$ cat config.mk
export PLATFORM = sky130hd
export DESIGN_NAME = fetch_decode_top
export DESIGN_NICKNAME = d
export VERILOG_FILES = /design/src/logic/rv_isa_pkg.sv /design/src/logic/avl_bus_pkg.sv /design/src/logic/insn_fetch.sv /design/src/logic/insn_queue.sv /design/src/logic/insn_decode.sv /design/src/logic/fetch_decode_top.sv
export SDC_FILE = /design/constraint.sdc
export NUM_CORES = 1
export LEC_CHECK = 0
export BUFFER_PORTS_ARGS = -buffer_cell sky130_fd_sc_hd__buf_4
export CAP_MARGIN = 40
export CORE_ASPECT_RATIO = 1.1
export CORE_MARGIN = 5
export CORE_UTILIZATION = 63
export CTS_CLUSTER_SIZE = 14
export DETAILED_ROUTE_END_ITERATION = 7
export PLACE_DENSITY = 0.85
export SLEW_MARGIN = 10
export SYNTH_ARGS = -nofsm -noshare
export SYNTH_HDL_FRONTEND = slang
export SYNTH_HIERARCHICAL = 1
export SYNTH_SLANG_ARGS = --single-unit
$ cat constraint.sdc
create_clock -name clk -period 9.28 [get_ports clk]
set_clock_uncertainty 0.05 [all_clocks]
set_input_delay 1.392 -clock clk [delete_from_list [all_inputs] [get_ports clk]]
set_output_delay 1.392 -clock clk [all_outputs]
set_load 0.01 [all_outputs]
$ cat src/logic/rv_isa_pkg.sv
package rv_isa_pkg;

  // register index, same width in every format
  typedef logic [4:0] reg_idx_t;

  // major opcodes of the base integer set
  localparam logic [6:0] OPC_LUI    = 7'b0110111;
  localparam logic [6:0] OPC_AUIPC  = 7'b0010111;
  localparam logic [6:0] OPC_JAL    = 7'b1101111;
  localparam logic [6:0] OPC_JALR   = 7'b1100111;
  localparam logic [6:0] OPC_BRANCH = 7'b1100011;
  localparam logic [6:0] OPC_LOAD   = 7'b0000011;
  localparam logic [6:0] OPC_STORE  = 7'b0100011;
  localparam logic [6:0] OPC_OP_IMM = 7'b0010011;
  localparam logic [6:0] OPC_OP     = 7'b0110011;
  localparam logic [6:0] OPC_FENCE  = 7'b0001111;
  localparam logic [6:0] OPC_SYSTEM = 7'b1110011;

  // decoded instruction class
  typedef enum logic [3:0] {
    cls_lui,
    cls_auipc,
    cls_jal,
    cls_jalr,
    cls_branch,
    cls_load,
    cls_store,
    cls_op_imm,
    cls_op,
    cls_fence,
    cls_system,
    cls_illegal
  } insn_class_e;

  // register-register
  typedef struct packed {
    logic [6:0] funct7;
    reg_idx_t   rs2;
    reg_idx_t   rs1;
    logic [2:0] funct3;
    reg_idx_t   rd;
    logic [6:0] opcode;
  } r_fmt_t;

  // 12-bit immediate, jalr, loads, op_imm, system
  typedef struct packed {
    logic [11:0] imm_11_0;
    reg_idx_t    rs1;
    logic [2:0]  funct3;
    reg_idx_t    rd;
    logic [6:0]  opcode;
  } i_fmt_t;

  // stores, immediate split around rs2/rs1
  typedef struct packed {
    logic [6:0] imm_11_5;
    reg_idx_t   rs2;
    reg_idx_t   rs1;
    logic [2:0] funct3;
    logic [4:0] imm_4_0;
    logic [6:0] opcode;
  } s_fmt_t;

  // branches, offset in halfwords
  typedef struct packed {
    logic       imm_12;
    logic [5:0] imm_10_5;
    reg_idx_t   rs2;
    reg_idx_t   rs1;
    logic [2:0] funct3;
    logic [3:0] imm_4_1;
    logic       imm_11;
    logic [6:0] opcode;
  } b_fmt_t;

  // upper immediate
  typedef struct packed {
    logic [19:0] imm_31_12;
    reg_idx_t    rd;
    logic [6:0]  opcode;
  } u_fmt_t;

  // jal, scrambled 21-bit offset
  typedef struct packed {
    logic       imm_20;
    logic [9:0] imm_10_1;
    logic       imm_11;
    logic [7:0] imm_19_12;
    reg_idx_t   rd;
    logic [6:0] opcode;
  } j_fmt_t;

  // one instruction word, every format view overlaid
  typedef union packed {
    r_fmt_t r_fmt;
    i_fmt_t i_fmt;
    s_fmt_t s_fmt;
    b_fmt_t b_fmt;
    u_fmt_t u_fmt;
    j_fmt_t j_fmt;
  } insn_u;

endpackage

$ cat src/logic/avl_bus_pkg.sv
package avl_bus_pkg;

  // word address width of the memory port
  localparam int AVL_ADDR_W = 24;
  // read data width, one instruction per beat
  localparam int AVL_DATA_W = 32;

  // word address on the port
  typedef logic [AVL_ADDR_W-1:0] avl_addr_t;

  // one data word
  typedef logic [AVL_DATA_W-1:0] avl_data_t;

  // byte pc, word address shifted up by two
  typedef logic [31:0] pc_t;

endpackage

$ cat src/logic/insn_fetch.sv
module insn_fetch #(
  parameter int QUEUE_DEPTH = 4,
  parameter int CNT_W       = 8
) (
  input  logic                   clk,
  input  logic                   rst_n,
  input  logic                   req_valid,
  input  avl_bus_pkg::avl_addr_t req_addr,
  input  logic [CNT_W-1:0]       req_count,
  input  logic                   avl_ready,
  input  logic                   avl_rdata_valid,
  input  avl_bus_pkg::avl_data_t avl_rdata,
  input  logic                   pop,
  input  logic                   out_done,
  output logic                   req_ready,
  output logic                   busy,
  output logic                   avl_read_req,
  output avl_bus_pkg::avl_addr_t avl_addr,
  output logic                   push,
  output avl_bus_pkg::pc_t       push_pc,
  output avl_bus_pkg::avl_data_t push_word
);

  // enough bits to hold the full depth
  localparam int CRED_W = $clog2(QUEUE_DEPTH + 1);

  logic [CNT_W-1:0]  reads_left;
  logic [CNT_W-1:0]  results_left;
  logic [CRED_W-1:0] credits;
  avl_bus_pkg::pc_t  ret_pc;
  logic              req_fire;
  logic              rd_fire;

  // only one request in flight
  assign req_ready = !busy;
  assign req_fire  = req_valid && req_ready;

  // read needs work left and a free slot downstream
  // both terms only grow while waiting, so req stays up until ready
  assign avl_read_req = busy && (reads_left != '0) && (credits != '0);
  assign rd_fire      = avl_read_req && avl_ready;

  // return side has no back-pressure, every beat is pushed
  assign push      = avl_rdata_valid;
  assign push_word = avl_rdata;
  assign push_pc   = ret_pc;

  always_ff @(posedge clk)
  begin
    if (!rst_n)
    begin
      busy         <= 1'b0;
      reads_left   <= '0;
      results_left <= '0;
      credits      <= CRED_W'(QUEUE_DEPTH);
    end
    else
    begin
      // credit leaves on issue, comes back when decode pops the queue
      credits <= credits - CRED_W'(rd_fire) + CRED_W'(pop);
      if (req_fire)
      begin
        busy         <= 1'b1;
        reads_left   <= req_count;
        results_left <= req_count;
      end
      else
      begin
        if (rd_fire)
          reads_left <= reads_left - 1'b1;
        if (out_done)
        begin
          results_left <= results_left - 1'b1;
          // last result taken at the output
          if (results_left == CNT_W'(1))
            busy <= 1'b0;
        end
      end
    end
  end

  // address and pc counters, loaded on each request
  always_ff @(posedge clk)
  begin
    if (req_fire)
    begin
      avl_addr <= req_addr;
      ret_pc   <= avl_bus_pkg::pc_t'({req_addr, 2'b00});
    end
    else
    begin
      if (rd_fire)
        avl_addr <= avl_addr + 1'b1;
      // data comes back in order, so pc just walks by a word
      if (avl_rdata_valid)
        ret_pc <= ret_pc + 32'd4;
    end
  end

endmodule

$ cat src/logic/insn_queue.sv
module insn_queue #(
  parameter int QUEUE_DEPTH = 4
) (
  input  logic                   clk,
  input  logic                   rst_n,
  input  logic                   push,
  input  avl_bus_pkg::pc_t       push_pc,
  input  avl_bus_pkg::avl_data_t push_word,
  input  logic                   q_ready,
  output logic                   q_valid,
  output avl_bus_pkg::pc_t       q_pc,
  output avl_bus_pkg::avl_data_t q_word,
  output logic                   pop
);

  // depth is a power of two, pointers wrap on their own
  localparam int PTR_W = $clog2(QUEUE_DEPTH);

  avl_bus_pkg::pc_t       pc_mem [QUEUE_DEPTH];
  avl_bus_pkg::avl_data_t word_mem [QUEUE_DEPTH];
  logic [PTR_W-1:0]       wr_ptr;
  logic [PTR_W-1:0]       rd_ptr;
  logic [PTR_W:0]         count;

  assign q_valid = (count != '0);
  // pop also goes back to the fetcher as a credit
  assign pop     = q_valid && q_ready;

  // head read straight from storage
  assign q_pc   = pc_mem[rd_ptr];
  assign q_word = word_mem[rd_ptr];

  // no full check, fetch credits keep a slot free for every push
  always_ff @(posedge clk)
  begin
    if (push)
    begin
      pc_mem[wr_ptr]   <= push_pc;
      word_mem[wr_ptr] <= push_word;
    end
  end

  always_ff @(posedge clk)
  begin
    if (!rst_n)
    begin
      wr_ptr <= '0;
      rd_ptr <= '0;
      count  <= '0;
    end
    else
    begin
      if (push)
        wr_ptr <= wr_ptr + 1'b1;
      if (pop)
        rd_ptr <= rd_ptr + 1'b1;
      count <= count + (PTR_W+1)'(push) - (PTR_W+1)'(pop);
    end
  end

endmodule

$ cat src/logic/insn_decode.sv
module insn_decode (
  input  logic                    clk,
  input  logic                    rst_n,
  input  logic                    q_valid,
  input  avl_bus_pkg::pc_t        q_pc,
  input  avl_bus_pkg::avl_data_t  q_word,
  input  logic                    out_ready,
  output logic                    q_ready,
  output logic                    out_done,
  output logic                    out_valid,
  output avl_bus_pkg::pc_t        out_pc,
  output avl_bus_pkg::avl_data_t  out_word,
  output rv_isa_pkg::insn_class_e out_class,
  output rv_isa_pkg::reg_idx_t    out_rd,
  output rv_isa_pkg::reg_idx_t    out_rs1,
  output rv_isa_pkg::reg_idx_t    out_rs2,
  output avl_bus_pkg::avl_data_t  out_imm,
  output logic                    out_illegal
);

  rv_isa_pkg::insn_u       insn;
  rv_isa_pkg::insn_class_e d_class;
  rv_isa_pkg::reg_idx_t    d_rd;
  rv_isa_pkg::reg_idx_t    d_rs1;
  rv_isa_pkg::reg_idx_t    d_rs2;
  avl_bus_pkg::avl_data_t  d_imm;
  logic                    load;

  assign insn = q_word;

  // class from opcode, then funct3 holes
  // low bits other than 11 never match an opcode, so they land in default
  always_comb
  begin
    case (insn.r_fmt.opcode)
      rv_isa_pkg::OPC_LUI:    d_class = rv_isa_pkg::cls_lui;
      rv_isa_pkg::OPC_AUIPC:  d_class = rv_isa_pkg::cls_auipc;
      rv_isa_pkg::OPC_JAL:    d_class = rv_isa_pkg::cls_jal;
      rv_isa_pkg::OPC_JALR:   d_class = rv_isa_pkg::cls_jalr;
      rv_isa_pkg::OPC_BRANCH:
        d_class = (insn.b_fmt.funct3 inside {3'b010, 3'b011}) ?
                  rv_isa_pkg::cls_illegal : rv_isa_pkg::cls_branch;
      rv_isa_pkg::OPC_LOAD:
        d_class = (insn.i_fmt.funct3 inside {3'b011, 3'b110, 3'b111}) ?
                  rv_isa_pkg::cls_illegal : rv_isa_pkg::cls_load;
      rv_isa_pkg::OPC_STORE:
        d_class = (insn.s_fmt.funct3 >= 3'b011) ?
                  rv_isa_pkg::cls_illegal : rv_isa_pkg::cls_store;
      rv_isa_pkg::OPC_OP_IMM: d_class = rv_isa_pkg::cls_op_imm;
      rv_isa_pkg::OPC_OP:     d_class = rv_isa_pkg::cls_op;
      rv_isa_pkg::OPC_FENCE:  d_class = rv_isa_pkg::cls_fence;
      rv_isa_pkg::OPC_SYSTEM: d_class = rv_isa_pkg::cls_system;
      default:                d_class = rv_isa_pkg::cls_illegal;
    endcase
  end

  // sign-extended immediate per format
  always_comb
  begin
    case (d_class)
      rv_isa_pkg::cls_jalr, rv_isa_pkg::cls_load,
      rv_isa_pkg::cls_op_imm, rv_isa_pkg::cls_system:
        d_imm = {{20{insn.i_fmt.imm_11_0[11]}}, insn.i_fmt.imm_11_0};
      rv_isa_pkg::cls_store:
        d_imm = {{20{insn.s_fmt.imm_11_5[6]}}, insn.s_fmt.imm_11_5, insn.s_fmt.imm_4_0};
      rv_isa_pkg::cls_branch:
        d_imm = {{19{insn.b_fmt.imm_12}}, insn.b_fmt.imm_12, insn.b_fmt.imm_11,
                 insn.b_fmt.imm_10_5, insn.b_fmt.imm_4_1, 1'b0};
      rv_isa_pkg::cls_lui, rv_isa_pkg::cls_auipc:
        d_imm = {insn.u_fmt.imm_31_12, 12'h000};
      rv_isa_pkg::cls_jal:
        d_imm = {{11{insn.j_fmt.imm_20}}, insn.j_fmt.imm_20, insn.j_fmt.imm_19_12,
                 insn.j_fmt.imm_11, insn.j_fmt.imm_10_1, 1'b0};
      // op, fence and illegal carry no immediate
      default:
        d_imm = '0;
    endcase
  end

  // register fields sit at the same bits in all formats
  // unused ones read as zero
  assign d_rd  = (d_class inside {rv_isa_pkg::cls_branch, rv_isa_pkg::cls_store,
                                  rv_isa_pkg::cls_illegal}) ? '0 : insn.r_fmt.rd;
  assign d_rs1 = (d_class inside {rv_isa_pkg::cls_lui, rv_isa_pkg::cls_auipc,
                                  rv_isa_pkg::cls_jal, rv_isa_pkg::cls_illegal}) ?
                 '0 : insn.r_fmt.rs1;
  assign d_rs2 = (d_class inside {rv_isa_pkg::cls_branch, rv_isa_pkg::cls_store,
                                  rv_isa_pkg::cls_op}) ? insn.r_fmt.rs2 : '0;

  // take a word when empty or when the held one leaves this cycle
  assign q_ready  = !out_valid || out_ready;
  assign load     = q_valid && q_ready;
  // one pulse per result handed off
  assign out_done = out_valid && out_ready;

  always_ff @(posedge clk)
  begin
    if (!rst_n)
      out_valid <= 1'b0;
    else if (load)
      out_valid <= 1'b1;
    else if (out_ready)
      out_valid <= 1'b0;
  end

  // payload only moves on load, so it holds through a stall
  always_ff @(posedge clk)
  begin
    if (load)
    begin
      out_pc      <= q_pc;
      out_word    <= q_word;
      out_class   <= d_class;
      out_rd      <= d_rd;
      out_rs1     <= d_rs1;
      out_rs2     <= d_rs2;
      out_imm     <= d_imm;
      out_illegal <= (d_class == rv_isa_pkg::cls_illegal);
    end
  end

endmodule

$ cat src/logic/fetch_decode_top.sv
module fetch_decode_top #(
  parameter int QUEUE_DEPTH = 4,
  parameter int CNT_W       = 8
) (
  input  logic                    clk,
  input  logic                    rst_n,
  input  logic                    req_valid,
  output logic                    req_ready,
  input  avl_bus_pkg::avl_addr_t  req_addr,
  input  logic [CNT_W-1:0]        req_count,
  output logic                    busy,
  output logic                    avl_read_req,
  output avl_bus_pkg::avl_addr_t  avl_addr,
  input  logic                    avl_ready,
  input  logic                    avl_rdata_valid,
  input  avl_bus_pkg::avl_data_t  avl_rdata,
  output logic                    out_valid,
  input  logic                    out_ready,
  output avl_bus_pkg::pc_t        out_pc,
  output avl_bus_pkg::avl_data_t  out_word,
  output rv_isa_pkg::insn_class_e out_class,
  output rv_isa_pkg::reg_idx_t    out_rd,
  output rv_isa_pkg::reg_idx_t    out_rs1,
  output rv_isa_pkg::reg_idx_t    out_rs2,
  output avl_bus_pkg::avl_data_t  out_imm,
  output logic                    out_illegal
);

  // fetch to queue
  logic                   push;
  avl_bus_pkg::pc_t       push_pc;
  avl_bus_pkg::avl_data_t push_word;
  // queue to decode
  logic                   q_valid;
  logic                   q_ready;
  avl_bus_pkg::pc_t       q_pc;
  avl_bus_pkg::avl_data_t q_word;
  // credit return and completion back to fetch
  logic                   pop;
  logic                   out_done;

  insn_fetch #(
    .QUEUE_DEPTH (QUEUE_DEPTH),
    .CNT_W       (CNT_W)
  ) u_fetch (
    .clk, .rst_n, .req_valid, .req_addr, .req_count, .avl_ready, .avl_rdata_valid,
    .avl_rdata, .pop, .out_done, .req_ready, .busy, .avl_read_req, .avl_addr,
    .push, .push_pc, .push_word
  );

  insn_queue #(
    .QUEUE_DEPTH (QUEUE_DEPTH)
  ) u_queue (
    .clk, .rst_n, .push, .push_pc, .push_word, .q_ready, .q_valid, .q_pc, .q_word, .pop
  );

  insn_decode u_decode (
    .clk, .rst_n, .q_valid, .q_pc, .q_word, .out_ready, .q_ready, .out_done,
    .out_valid, .out_pc, .out_word, .out_class, .out_rd, .out_rs1, .out_rs2,
    .out_imm, .out_illegal
  );

endmodule

# ---- Word level (Yosys, flattened, before mapping)
# Memory sizes are Yosys's and may differ from the RTL's. A register that Yosys moved wholly into a read port is not among the register bits.
# Index checks and enable logic that the tools add are counted.
dict set report classes {
  add_sub_neg 10
  div 0
  n_shift 0
  order_cmp 1
  bitwise_logic 0
  reduce_logical 26
  muxes 22
  n_mul 0
  eq_ne 26
}
# operator n
set ops {}
lappend ops {{32-bit one-hot mux with 5 select lines} 1}
lappend ops {{26-bit two-way mux} 2}
lappend ops {{24-bit two-way mux} 2}
lappend ops {{4-bit one-hot mux with 11 select lines} 1}
lappend ops {{32-bit by 3-bit adder with 32-bit output, second input constant} 1}
lappend ops {{8-bit two-way mux} 4}
lappend ops {{7-bit == test, second input constant} 4}
lappend ops {{24-bit by 1-bit adder with 24-bit output, second input constant} 1}
lappend ops {{7-bit by 6-bit == test with 1-bit output, second input constant} 3}
lappend ops {{4-bit by 3-bit == test with 1-bit output, second input constant} 4}
lappend ops {{8-bit by 1-bit subtractor with 8-bit output, second input constant} 2}
lappend ops {{3-bit nonzero test} 5}
lappend ops {{7-bit by 5-bit == test with 1-bit output, second input constant} 2}
lappend ops {{4-bit == test, second input constant} 3}
lappend ops {{4-bit two-way mux} 3}
lappend ops {{2-bit nonzero test} 6}
lappend ops {{4-bit by 2-bit == test with 1-bit output, second input constant} 2}
lappend ops {{8-bit by 1-bit == test with 1-bit output, second input constant} 1}
lappend ops {{8-bit nonzero test} 1}
lappend ops {{7-bit by 2-bit == test with 1-bit output, second input constant} 1}
lappend ops {{7-bit by 4-bit == test with 1-bit output, second input constant} 1}
lappend ops {{1-bit two-way mux} 7}
lappend ops {{3-bit by 1-bit adder with 3-bit output} 2}
lappend ops {{3-bit by 2-bit == test with 1-bit output, second input constant} 2}
lappend ops {{other kinds (14)} 24}
dict set report word_totals {
  n_memories 2
  output_inout_bits 144
  latchBits 0
  word_cells 105
  rom_bits 0
  ff_bits 168
  inputBits 70
  mem_bits_rw 256
}
# name words width rd rd_ports_with_merged_regs write_ports line
set mem_list {}
lappend mem_list {u_queue.pc_mem 4 32 1 1 1 insn_queue.sv:19} ;# avl_bus_pkg::pc_t pc_mem [QUEUE_DEPTH];
lappend mem_list {u_queue.word_mem 4 32 1 1 1 insn_queue.sv:20} ;# avl_bus_pkg::avl_data_t word_mem [QUEUE_DEPTH];

# ---- Depth between registers and ports, before layout
# Gate-level depths: netlist (run 1).
dict set report depth {
  depth_word 7
  depth_mapped 12
  depth_no_buf 11
}

# ---- By module
# The synthesis (run 1) kept the hierarchy.
# mod cells_each n_inst seq_area_each_um2 area_each_um2
set modules_own_cells {}
lappend modules_own_cells {insn_queue 378 1 7867.5 9779.4}
lappend modules_own_cells {insn_decode 302 1 3503.4 4629.4}
lappend modules_own_cells {insn_fetch 462 1 1961.9 4377.9}

# ---- Worst setup path after synthesis (run 1)
# OpenSTA, ideal clock, no wires.
dict set report synth_path {
  kind {input to register}
  from {in out_ready}
  to {reg u_decode.out_class[0], enable pin}
  path_slack_ps 4527
  setup_ps 489
  required_ps 8741
  n_path_buf 0
  t_arrival_ps 4214
  stages 2
  path_cell_list {nand2b_1 and2_1}
}
dict set report synth_between {
  elab_chain_len 2
}
# element line
set synth_lines {}
lappend synth_lines {{start: declaration} fetch_decode_top.sv:18} ;# input logic out_ready,
lappend synth_lines {{1-bit logical OR} insn_decode.sv:91} ;# assign q_ready = !out_valid || out_ready;
lappend synth_lines {{1-bit logical AND} insn_decode.sv:92} ;# assign load = q_valid && q_ready;
lappend synth_lines {{named net u_decode.load} insn_decode.sv:27} ;# logic load;
lappend synth_lines {{end signal: assignment} insn_decode.sv:113} ;# out_class <= d_class;
lappend synth_lines {{end: declaration} insn_decode.sv:13} ;# output rv_isa_pkg::insn_class_e out_class,
# The timed path passes the listed nets, and every way through them passes these cells.
# A chain may end at the register's enable or synchronous reset.

==> results of run 1 <==
layer usage:
metal	track usage (%)	vias to the layer above	routed length, um
li1	-	4840	-
met5	0	-	0
met2	41.83	475	20360
met4	4.956	0	774
met3	3.303	67	2719
met1	30.50	5304	15230
Yosys cell counts (all sizes together), types with 9 or more instances:
cell      n  area, um^2
a21oi    44       224.0
a31oi    26       177.7
and2     19       118.9
and3     10       62.56
buf      58       508.0
clkbuf   22       83.83
dfxtp    36       720.7
edfxtp  420       12610
ha       13       162.7
inv      38       142.6
mux4     64        1456
nand2    58       217.7
nand3    22       115.1
nand4    17       106.4
nor2     50       187.7
nor2b    14       92.59
nor3     12       76.33
o211ai    9       67.56
o21ai    37       196.4
o31ai    15       112.6
or3      18       116.4
or4      19       150.1
xnor2    15       131.4
xor2     21       183.9
cell families (layout without fill, tap and decap cells):
kind of cell | after synthesis | count (layout)
other | 1 | 2
AND/OR/NAND/NOR | 273 | 273
flip-flops | 456 | 456
AO/OA/AOI/OAI | 174 | 174
buffers and inverters | 118 | 340
XOR/XNOR | 37 | 37
multiplexers | 68 | 68
adder cells (fa/ha/maj) | 15 | 15
state kept, by name (all words and copies together) (netlist names), 8 cells and up, named ones only:
signal                count
u_decode/out_pc          32
u_queue/word_mem        128
u_fetch/push_pc          30
u_queue/pc_mem          128
u_decode/out_word        32
u_fetch/results_left      8
u_decode/out_imm         32
u_fetch/reads_left        8
u_fetch/avl_addr         24
worst max-delay path, stage by stage (launching register included):
cell and delay (ps):
sky130_fd_sc_hd__dfxtp_4 650, sky130_fd_sc_hd__buf_4 750, sky130_fd_sc_hd__mux4_2 710, sky130_fd_sc_hd__nor2_1 350, sky130_fd_sc_hd__a21oi_1 120, sky130_fd_sc_hd__o2bb2ai_1 320
sky130_fd_sc_hd__nor4b_1 420, sky130_fd_sc_hd__o22ai_1 250, sky130_fd_sc_hd__a22o_1 240
cell type report:
type	count	area, um^2	area share [%]
sequential	456	13340	60.95
multi-input combinational	569	4738	21.65
timing repair buffer	225	1794	8.197
clock buffer	55	1215	5.550
tap	374	467.9	2.138
clock inverter	22	190.2	0.8689
inverter	38	142.6	0.6517
stage by stage:
stage	util (%)	setup slack [ps]	instances	area [um^2]
2_1_floorplan	-	4527	1143	18790
3_3_place_gp	68.92	5181	1654	20320
3_5_place_dp	69.48	5185	1662	20480
4_1_cts	74.25	5153	1739	21890
5_1_grt	74.25	4851	1739	21890
6_report	74.25	5139	1739	21890
worst max-delay path by stage:
stage / to
6_report: u_decode/out_imm[2]
3_3_place_gp: u_decode/out_imm[11]
2_1_floorplan: u_decode/out_class[0]
4_1_cts: u_decode/out_imm[2]
3_5_place_dp: u_decode/out_imm[11]
5_1_grt: u_decode/out_imm[11]
power breakdown:
part | switching [mW] | leakage (nW) | internal, mW
sequential | 0.243 | 4.23 | 2.80
combinational | 0.951 | 2.67 | 0.801
clock | 0.712 | 0.700 | 1.01
==> run_results.csv, run 1 <==
group,metric,value,unit
min_path,hold_depth,2,
grt,maximum_number_of_pins_on_one_net_before_global_route_repair,87,
clock_network,post_cts_buffers,0,
pwr,leakagePower,7.604,nW
setup_path,timing_worst_setup_path_type,"reg2reg",
setup_path,crit_required,9510,ps
clock_network,tritoncts,"built",
route,drtPass1Iterations,5,
clock_network,cts_hold_repair.buffers,0,
grt,grt_pass1_vias,10690,
yosys,post_synth_instance_area,18790,um^2
yosys,synth_compound_area_share,6.220,%
cells_and_area,mostFrequentLayoutCell,"sky130_fd_sc_hd__edfxtp_1",
yosys,synth-seq-cells,456,
route,num_vias,10690,
setup_path,reg2reg_setup_slack,5140,ps
timing,max_freq,0.2415,GHz
route,postRouteWirelength,39090,um
cells_and_area,syn_to_final_growth,16.51,%
placement,portBuffers,213,
timing,tns,0,ps
setup_path,timing.critical_path.arrival,4370,ps
timing,finalHoldViolCount,0,
setup_path,ff_to_ff_end,"u_decode/out_imm[2]",
die,die_area,33380,um^2
placement,dp_hpwl,25510,um
run_status,outcome,"completed",
timing,finalCriticalPeriod,4141,ps
die,die_width,174.7,um
grt,grt_pass1_wl,60460,um
yosys,yosys.area_share.xor_xnor,1.798,%
yosys,netlist_instances,1142,
clock_network,cts_resized,0,
yosys,synth_simple_gate_area_share,8.039,%
cells_and_area,mostFrequentLayoutCells,"sky130_fd_sc_hd__edfxtp_1 (420), sky130_fd_sc_hd__buf_4 (218), sky130_fd_sc_hd__mux4_2 (60)",
setup_path,critical_path.startpoint_type,"register",
pwr,vdd_drop_max,159.3,uV
clock_network,ctsLongestPathBuffers,3,
yosys,synth_ff_type,"sky130_fd_sc_hd__edfxtp_1",
clock_network,tritoncts_num_sinks,456,
cells_and_area,final_layout_size_suffix_gt1_share,28.64,%
die,number_of_rows_in_the_core_area,66,
yosys,seq_area_frac_synth,70.97,%
yosys,synth-async-reset-ratio,0,%
clock_network,cts-root-buf,"sky130_fd_sc_hd__clkbuf_16",
grt,grt_antenna_before_repair,0,
timing,max-slew-margin-rel,42.49,%
timing,final.period_utilization,44.63,%
grt,global_route.overflow_total,0,
timing,finalSetupViolCount,0,
grt,grt_usage,23.19,%
timing,worst_pin_slew,862.7,ps
die,design.core.area,29480,um^2
yosys,main_combinational_cell_family_by_area_after_synthesis,"simple AND/OR/NAND/NOR gates",
cells_and_area,final.fill_count,1755,
yosys,yosys-mux-area-fraction,7.965,%
run,max_cap_viol_count,0,
setup_path,r2r.worst_path.cells,8,
min_path,timing.hold.worst.class,"reg2reg",
yosys,synth-edff-count,420,
clock_network,worst_setup_hold_path_clk_slew,60,ps
route,drc,0,
yosys,synthesis.area_per_instance,16.45,um^2
die,die-height,191.1,um
yosys,post_synth_fa_ha_maj_area_fraction,1.079,%
timing,hold-worst-slack,453.2,ps
clock_network,tritoncts.num_buffers,44,
cells_and_area,antennaDiodeCount,0,
timing,rsz0062_at_grt,"false",
pwr,ratio_of_total_power_to_cell_area,297.7,nW/um^2
yosys,yosys_warnings,6,
placement,globalplace.congestion,0.9065,
setup_path,critical_path.max_fanout,41,
cells_and_area,nets,1419,
yosys,ys_types,79,
timing,slew_viol_final,0,
clock_network,clkLatencyLatePin,530,ps
route,postRouteAntennaNets,0,
min_path,hold_path.startpoint,"u_queue/rd_ptr[1]",
pwr,power.total,6.517,mW
die,initial_utilization,63.73,%
route,post_drt_wl_per_cell,22.48,um
setup_path,worst_setup_path_end_kind,"register",
clock_network,cts-htree-levels,2,
die,pin_count,214,
route,post_dr_vias_cell,6.145,
route,dr.first_iter.drc_count,1056,
No activity file was read; power rests on OpenSTA's default activity.
==> inputs of run 2 (changes only) <==
Settings changed: CORE_UTILIZATION 63 to 58, PLACE_DENSITY 0.85 to 0.79.
Clock period 9.28 ns to 4.2 ns, I/O delays scaled along.
==> run 2 against run 1 <==
Die area grew 8.1%. Sequential power grew 120%. Worst hold slack got worse by 220 ps. Critical path depth is 1 lower. Combinational power grew 120%. Fmax is 26% higher. Utilization decreased by 6.1 points. Highest routed layer unchanged.
==> run_results.csv, run 2 (synthesis results as in run 1) <==
group,metric,value,unit
cells_and_area,mostFrequentLayoutCells,"sky130_fd_sc_hd__edfxtp_1 (420), sky130_fd_sc_hd__buf_4 (219), sky130_fd_sc_hd__mux4_2 (60)",
cells_and_area,area_of_combinational_cells_with_multiple_inputs,4738,um^2
grt,grt_usage,21.18,%
clock_network,ctsLongestPathBuffers,3,
pwr,power.total,14.19,mW
route,met1_length,15440,um
setup_path,timing_worst_setup_path_type,"reg2reg",
clock_network,tritoncts,"built",
clock_network,cts_resized,0,
route,routed-wl-met2,19440,um
timing,finalSetupViolCount,0,
cells_and_area,nets,1419,
setup_path,r2r.worst_path.cells,7,
route,post_dr_vias_cell,5.931,
clock_network,cts-htree-levels,2,
run,max_cap_viol_count,0,
cells_and_area,antennaDiodeCount,0,
die,pin_count,214,
setup_path,critical_path.startpoint_type,"register",
cells_and_area,regArea,13340,um^2
placement,dp_hpwl,25490,um
grt,grt_pass1_vias,10800,
route,drc,0,
clock_network,worst_setup_hold_path_clk_slew,60,ps
setup_path,worst_setup_path_end_kind,"register",
setup_path,crit_path_end,"u_decode/out_imm[16]",
route,drtPass1Iterations,5,
setup_path,timing.critical_path.arrival,3480,ps
timing,worst_slack,920.8,ps
placement,place_area,20540,um^2
clock_network,post_cts_buffers,0,
clock_network,cts-root-buf,"sky130_fd_sc_hd__clkbuf_16",
cells_and_area,final.fill_count,2122,
placement,globalplace.congestion,0.8969,
min_path,timing.hold.worst.class,"in2reg",
timing,max_freq,0.3050,GHz
die,die-height,198.8,um
cells_and_area,final_layout_size_suffix_gt1_share,27.60,%
route,dr.first_iter.drc_count,815,
grt,grt_pass1_wl,60290,um
pwr,leakagePower,7.551,nW
timing,tns,0,ps
clock_network,clkLatencyLatePin,550,ps
timing,max-slew-margin-rel,44.52,%
cells_and_area,syn_to_final_growth,16.44,%
die,die_area,36090,um^2
placement,detailedPlace.worstSlack,928.2,ps
timing,final.period_utilization,78.08,%
timing,slew_viol_final,0,
die,die_width,181.6,um
setup_path,ff_to_ff_end,"u_decode/out_imm[16]",
route,post_drt_wl_per_cell,21.38,um
grt,grt_antenna_before_repair,0,
pwr,vdd_drop_max,328.1,uV
cells_and_area,finalInstanceArea,21870,um^2
die,initial_utilization,58.50,%
route,met3_wirelength,2701,um
cells_and_area,mostFrequentLayoutCell,"sky130_fd_sc_hd__edfxtp_1",
grt,global_route.overflow_total,0,
run_status,outcome,"completed",
route,postRouteAntennaNets,0,
cells_and_area,largestRegisters,"u_queue/pc_mem: 128 flops, u_queue/word_mem: 128 flops",
route,highest-signal-layer,"met4",
timing,rsz0062_at_grt,"false",
timing,finalHoldViolCount,0,
die,number_of_rows_in_the_core_area,69,
route,num_vias,10630,
placement,portBuffers,213,
clock_network,tritoncts.num_buffers,44,
grt,maximum_number_of_pins_on_one_net_before_global_route_repair,87,
timing,finalCriticalPeriod,3279,ps
route,postRouteWirelength,38310,um
setup_path,critical_path.max_fanout,19,
clock_network,tritoncts_num_sinks,456,
timing,worst_pin_slew,832.3,ps
setup_path,reg2reg_setup_slack,920,ps
die,design.core.area,32120,um^2
clock_network,cts_hold_repair.buffers,0,
pwr,ratio_of_total_power_to_cell_area,648.9,nW/um^2
cells_and_area,fin_util,68.11,%
setup_path,crit_required,4400,ps
==> run 2: cell types whose count changed in the layout (fill, tap and decap cells not counted), sizes merged <==
cell | before | now
clkbuf | 55 | 60
clkinvlp | 1 | 0
bufinv | 3 | 1
inv | 40 | 39
==> run 2: how the worst min path moves through the flow <==
stage | from | endpoint | slack [ps] | cells past startpoint
2_1_floorplan | u_queue/rd_ptr[1] | register | 400 | 2
3_3_place_gp | u_queue/rd_ptr[0] | u_queue/rd_ptr[0] | 430 | 2
3_5_place_dp | u_fetch/reads_left[6] | u_fetch/reads_left[6] | 450 | 1
4_1_cts | avl_rdata[30] | u_queue/word_mem[2][30] | 200 | 1
5_1_grt | avl_rdata[30] | u_queue/word_mem[3][30] | 210 | 1
6_report | avl_rdata[23] | u_queue/word_mem[1][23] | 240 | 1
==> run 2: critical path, stage by stage, from the launching register on <==
cell and delay [ps]:
sky130_fd_sc_hd__dfxtp_4 580, sky130_fd_sc_hd__mux4_2 650, sky130_fd_sc_hd__or2_1 290, sky130_fd_sc_hd__a211oi_1 320, sky130_fd_sc_hd__o21ai_0 250, sky130_fd_sc_hd__nor3_2 340
sky130_fd_sc_hd__o21a_1 360, sky130_fd_sc_hd__o211ai_1 150
==> run 2: cell type report <==
| class | count | share of cell area [%] |
|---|---|---|
| Clock buffer | 60 | 5.548 |
| Clock inverter | 18 | 0.5377 |
| Inverter | 38 | 0.6521 |
| Multi-Input combinational cell | 569 | 21.66 |
| Sequential cell | 456 | 60.99 |
| Tap cell | 426 | 2.437 |
| Timing Repair Buffer | 225 | 8.179 |
==> run 2: report_power, final <==
part           internal (mW)  switching, mW
clock                   2.08           1.56
combinational           1.75           2.10
sequential              6.18          0.514
==> run 2: per-layer routing <==
metal / GRT usage, % / vias up
met2: 36.61 / 471
met1: 28.31 / 5262
met5: 0 / -
met3: 4.060 / 58
li1: - / 4838
met4: 5.032 / 0
==> run 2: through the flow <==
stage                     cells  hold slack [ps]
after detailed placement   1714            446.5
after floorplan            1143            398.9
after global routing       1792            206.0
after global placement     1708            433.1
final                      1792            237.4
after CTS                  1792            200.8
==> inputs of run 3 (changes only) <==
Clock period 4.2 ns to 3.2 ns, I/O delays scaled along.
==> run 3 against run 2 <==
First-iteration DRC count up 14%. Largest cell class unchanged. Sequential share of layout area fell by 0.47 points. Sequential cell count stayed put. Clock-buffer cell count fell by 1. Largest power group unchanged. Clock power increased by 39%. Via count is essentially flat. Non-clock buffer count is 14 higher. Die area did not move. Final cell count grew 0.78%. Sequential power rose by 30%. Fmax up 6.4%.
==> run_results.csv, run 3 (synthesis results as in run 1) <==
group,metric,value,unit
die,number_of_rows_in_the_core_area,69,
route,postRouteAntennaNets,0,
cells_and_area,finalInstanceArea,22050,um^2
grt,grt_pass1_vias,10650,
timing,max_freq,0.3245,GHz
setup_path,critical_path.startpoint_type,"register",
placement,place_area,20620,um^2
cells_and_area,nets,1433,
setup_path,crit_path_max_incr_delay,690,ps
timing,max-slew-margin-rel,45.08,%
timing,tns,0,ps
cells_and_area,mostFrequentLayoutCells,"sky130_fd_sc_hd__edfxtp_1 (420), sky130_fd_sc_hd__buf_4 (232), sky130_fd_sc_hd__mux4_2 (60)",
die,die-height,198.8,um
cells_and_area,syn_to_final_growth,17.35,%
cells_and_area,final.fill_count,2146,
grt,global_route.overflow_total,0,
timing,finalCriticalPeriod,3082,ps
timing,rsz0062_at_grt,"false",
setup_path,timing.critical_path.arrival,3300,ps
setup_path,critical_path.cell_chain,"mux4_2, or4_4, a211o_1, and4_4, o2bb2ai_1, a211o_1",
cells_and_area,mostFrequentLayoutCell,"sky130_fd_sc_hd__edfxtp_1",
clock_network,tritoncts,"built",
clock_network,tritoncts.num_buffers,44,
cells_and_area,regArea,13340,um^2
route,drc,0,
cells_and_area,antennaDiodeCount,0,
route,postRouteWirelength,38670,um
min_path,hold_path.startpoint,"avl_rdata[27]",
die,die_width,181.6,um
route,post_drt_wl_per_cell,21.41,um
run,max_cap_viol_count,0,
timing,finalHoldViolCount,0,
die,pin_count,214,
setup_path,cp_top_family,"compound AO/OA/AOI/OAI gates",
clock_network,cts-htree-levels,2,
timing,worst_pin_slew,823.9,ps
grt,grt_antenna_before_repair,0,
clock_network,tritoncts_num_sinks,456,
clock_network,worst_setup_hold_path_clk_slew,60,ps
timing,final.period_utilization,96.32,%
grt,grt_usage,21.19,%
setup_path,critical_path.max_fanout,13,
cells_and_area,largestRegisters,"u_queue/pc_mem: 128 flops, u_queue/word_mem: 128 flops",
route,num_vias,10640,
run_status,outcome,"completed",
placement,portBuffers,213,
clock_network,ctsLongestPathBuffers,3,
setup_path,path_buf_inv,0,
cells_and_area,area_of_combinational_cells_with_multiple_inputs,4745,um^2
clock_network,cts-root-buf,"sky130_fd_sc_hd__clkbuf_16",
grt,maximum_number_of_pins_on_one_net_before_global_route_repair,65,
placement,dp_hpwl,25420,um
setup_path,crit_required,3420,ps
clock_network,cts_hold_repair.buffers,0,
die,initial_utilization,58.50,%
die,die_area,36090,um^2
setup_path,critical-path-top-cell-by-count,"sky130_fd_sc_hd__a211o_1",
pwr,ratio_of_total_power_to_cell_area,862.0,nW/um^2
timing,finalSetupViolCount,0,
setup_path,worst_setup_path_end_kind,"register",
route,post_dr_vias_cell,5.891,
clock_network,clkLatencyLatePin,530,ps
cells_and_area,final_layout_size_suffix_gt1_share,28.91,%
grt,grt_pass1_wl,59720,um
min_path,timing.hold.worst.class,"in2reg",
setup_path,timing.critical_path.slowest_stage_cell,"sky130_fd_sc_hd__mux4_2",
pwr,vdd_drop_max,488.2,uV
placement,globalplace.congestion,0.9099,
timing,slew_viol_final,0,
setup_path,timing_worst_setup_path_type,"reg2reg",
route,drtPass1Iterations,5,
die,design.core.area,32120,um^2
route,dr.first_iter.drc_count,932,
pwr,leakagePower,7.645,nW
==> run 3: cell count changes in the layout (fill, tap and decap cells not counted), moves of 3 or more <==
cell / previous run / this run
sky130_fd_sc_hd__bufinv_16: 1 / 5
sky130_fd_sc_hd__buf_12: 1 / 6
sky130_fd_sc_hd__buf_16: 4 / 0
sky130_fd_sc_hd__clkinv_1: 12 / 6
sky130_fd_sc_hd__clkinvlp_4: 0 / 3
sky130_fd_sc_hd__buf_4: 219 / 232
==> run 3: path summary, 6_finish.rpt <==
| check | to | slack [ps] | cells after the start |
|---|---|---|---|
| min reg2reg | u_fetch/reads_left[6] | 450 | 1 |
| min | u_queue/word_mem[0][27] | 100 | 1 |
| max reg2reg | u_decode/out_imm[11] | 120 | 6 |
| max | u_decode/out_imm[11] | 120 | 6 |
==> run 3: stage by stage <==
stage	instances	hold slack, ps	setup WS, ps	util (%)	power [mW]
finish	1806	99.73	117.9	68.65	19.00
global route	1806	73.78	30.11	68.65	19.92
CTS	1805	72.61	38.07	68.59	19.18
detailed placement	1727	436.6	56.92	64.19	14.11
global placement	1726	429.2	118.3	64.17	14.01
floorplan	1143	398.9	209.7	-	11.93
==> run 3: layout make-up <==
type / instances / area share (%)
sequential: 456 / 60.51
timing repair buffer: 239 / 8.496
tap: 426 / 2.418
clock buffer: 59 / 5.392
multi-input combinational: 569 / 21.52
clock inverter: 19 / 1.016
inverter: 38 / 0.6470
==> run 3: where the power goes <==
| group | switching (mW) | internal, mW | total [mW] | leakage (nW) |
|---|---|---|---|---|
| Sequential | 0.612 | 8.11 | 8.72 | 4.23 |
| Clock | 2.04 | 3.01 | 5.05 | 0.677 |
| Combinational | 2.84 | 2.39 | 5.23 | 2.74 |
==> run 3: layer usage <==
metal | share of wire, % | wire length [um] | vias to the layer above | track usage [%]
met5 | 0 | 0 | - | 0
met4 | 1.9 | 745 | 0 | 5.588
met1 | 39 | 15200 | 5280 | 27.00
met2 | 52 | 20180 | 442 | 37.99
li1 | - | - | 4864 | -
met3 | 6.6 | 2551 | 53 | 3.786
==> run 3: repair_timing <==
item | in CTS | in global routing
setup endpoints to repair | 0 | 29
setup buffers | 0 | 1
gates resized for setup | 0 | 3
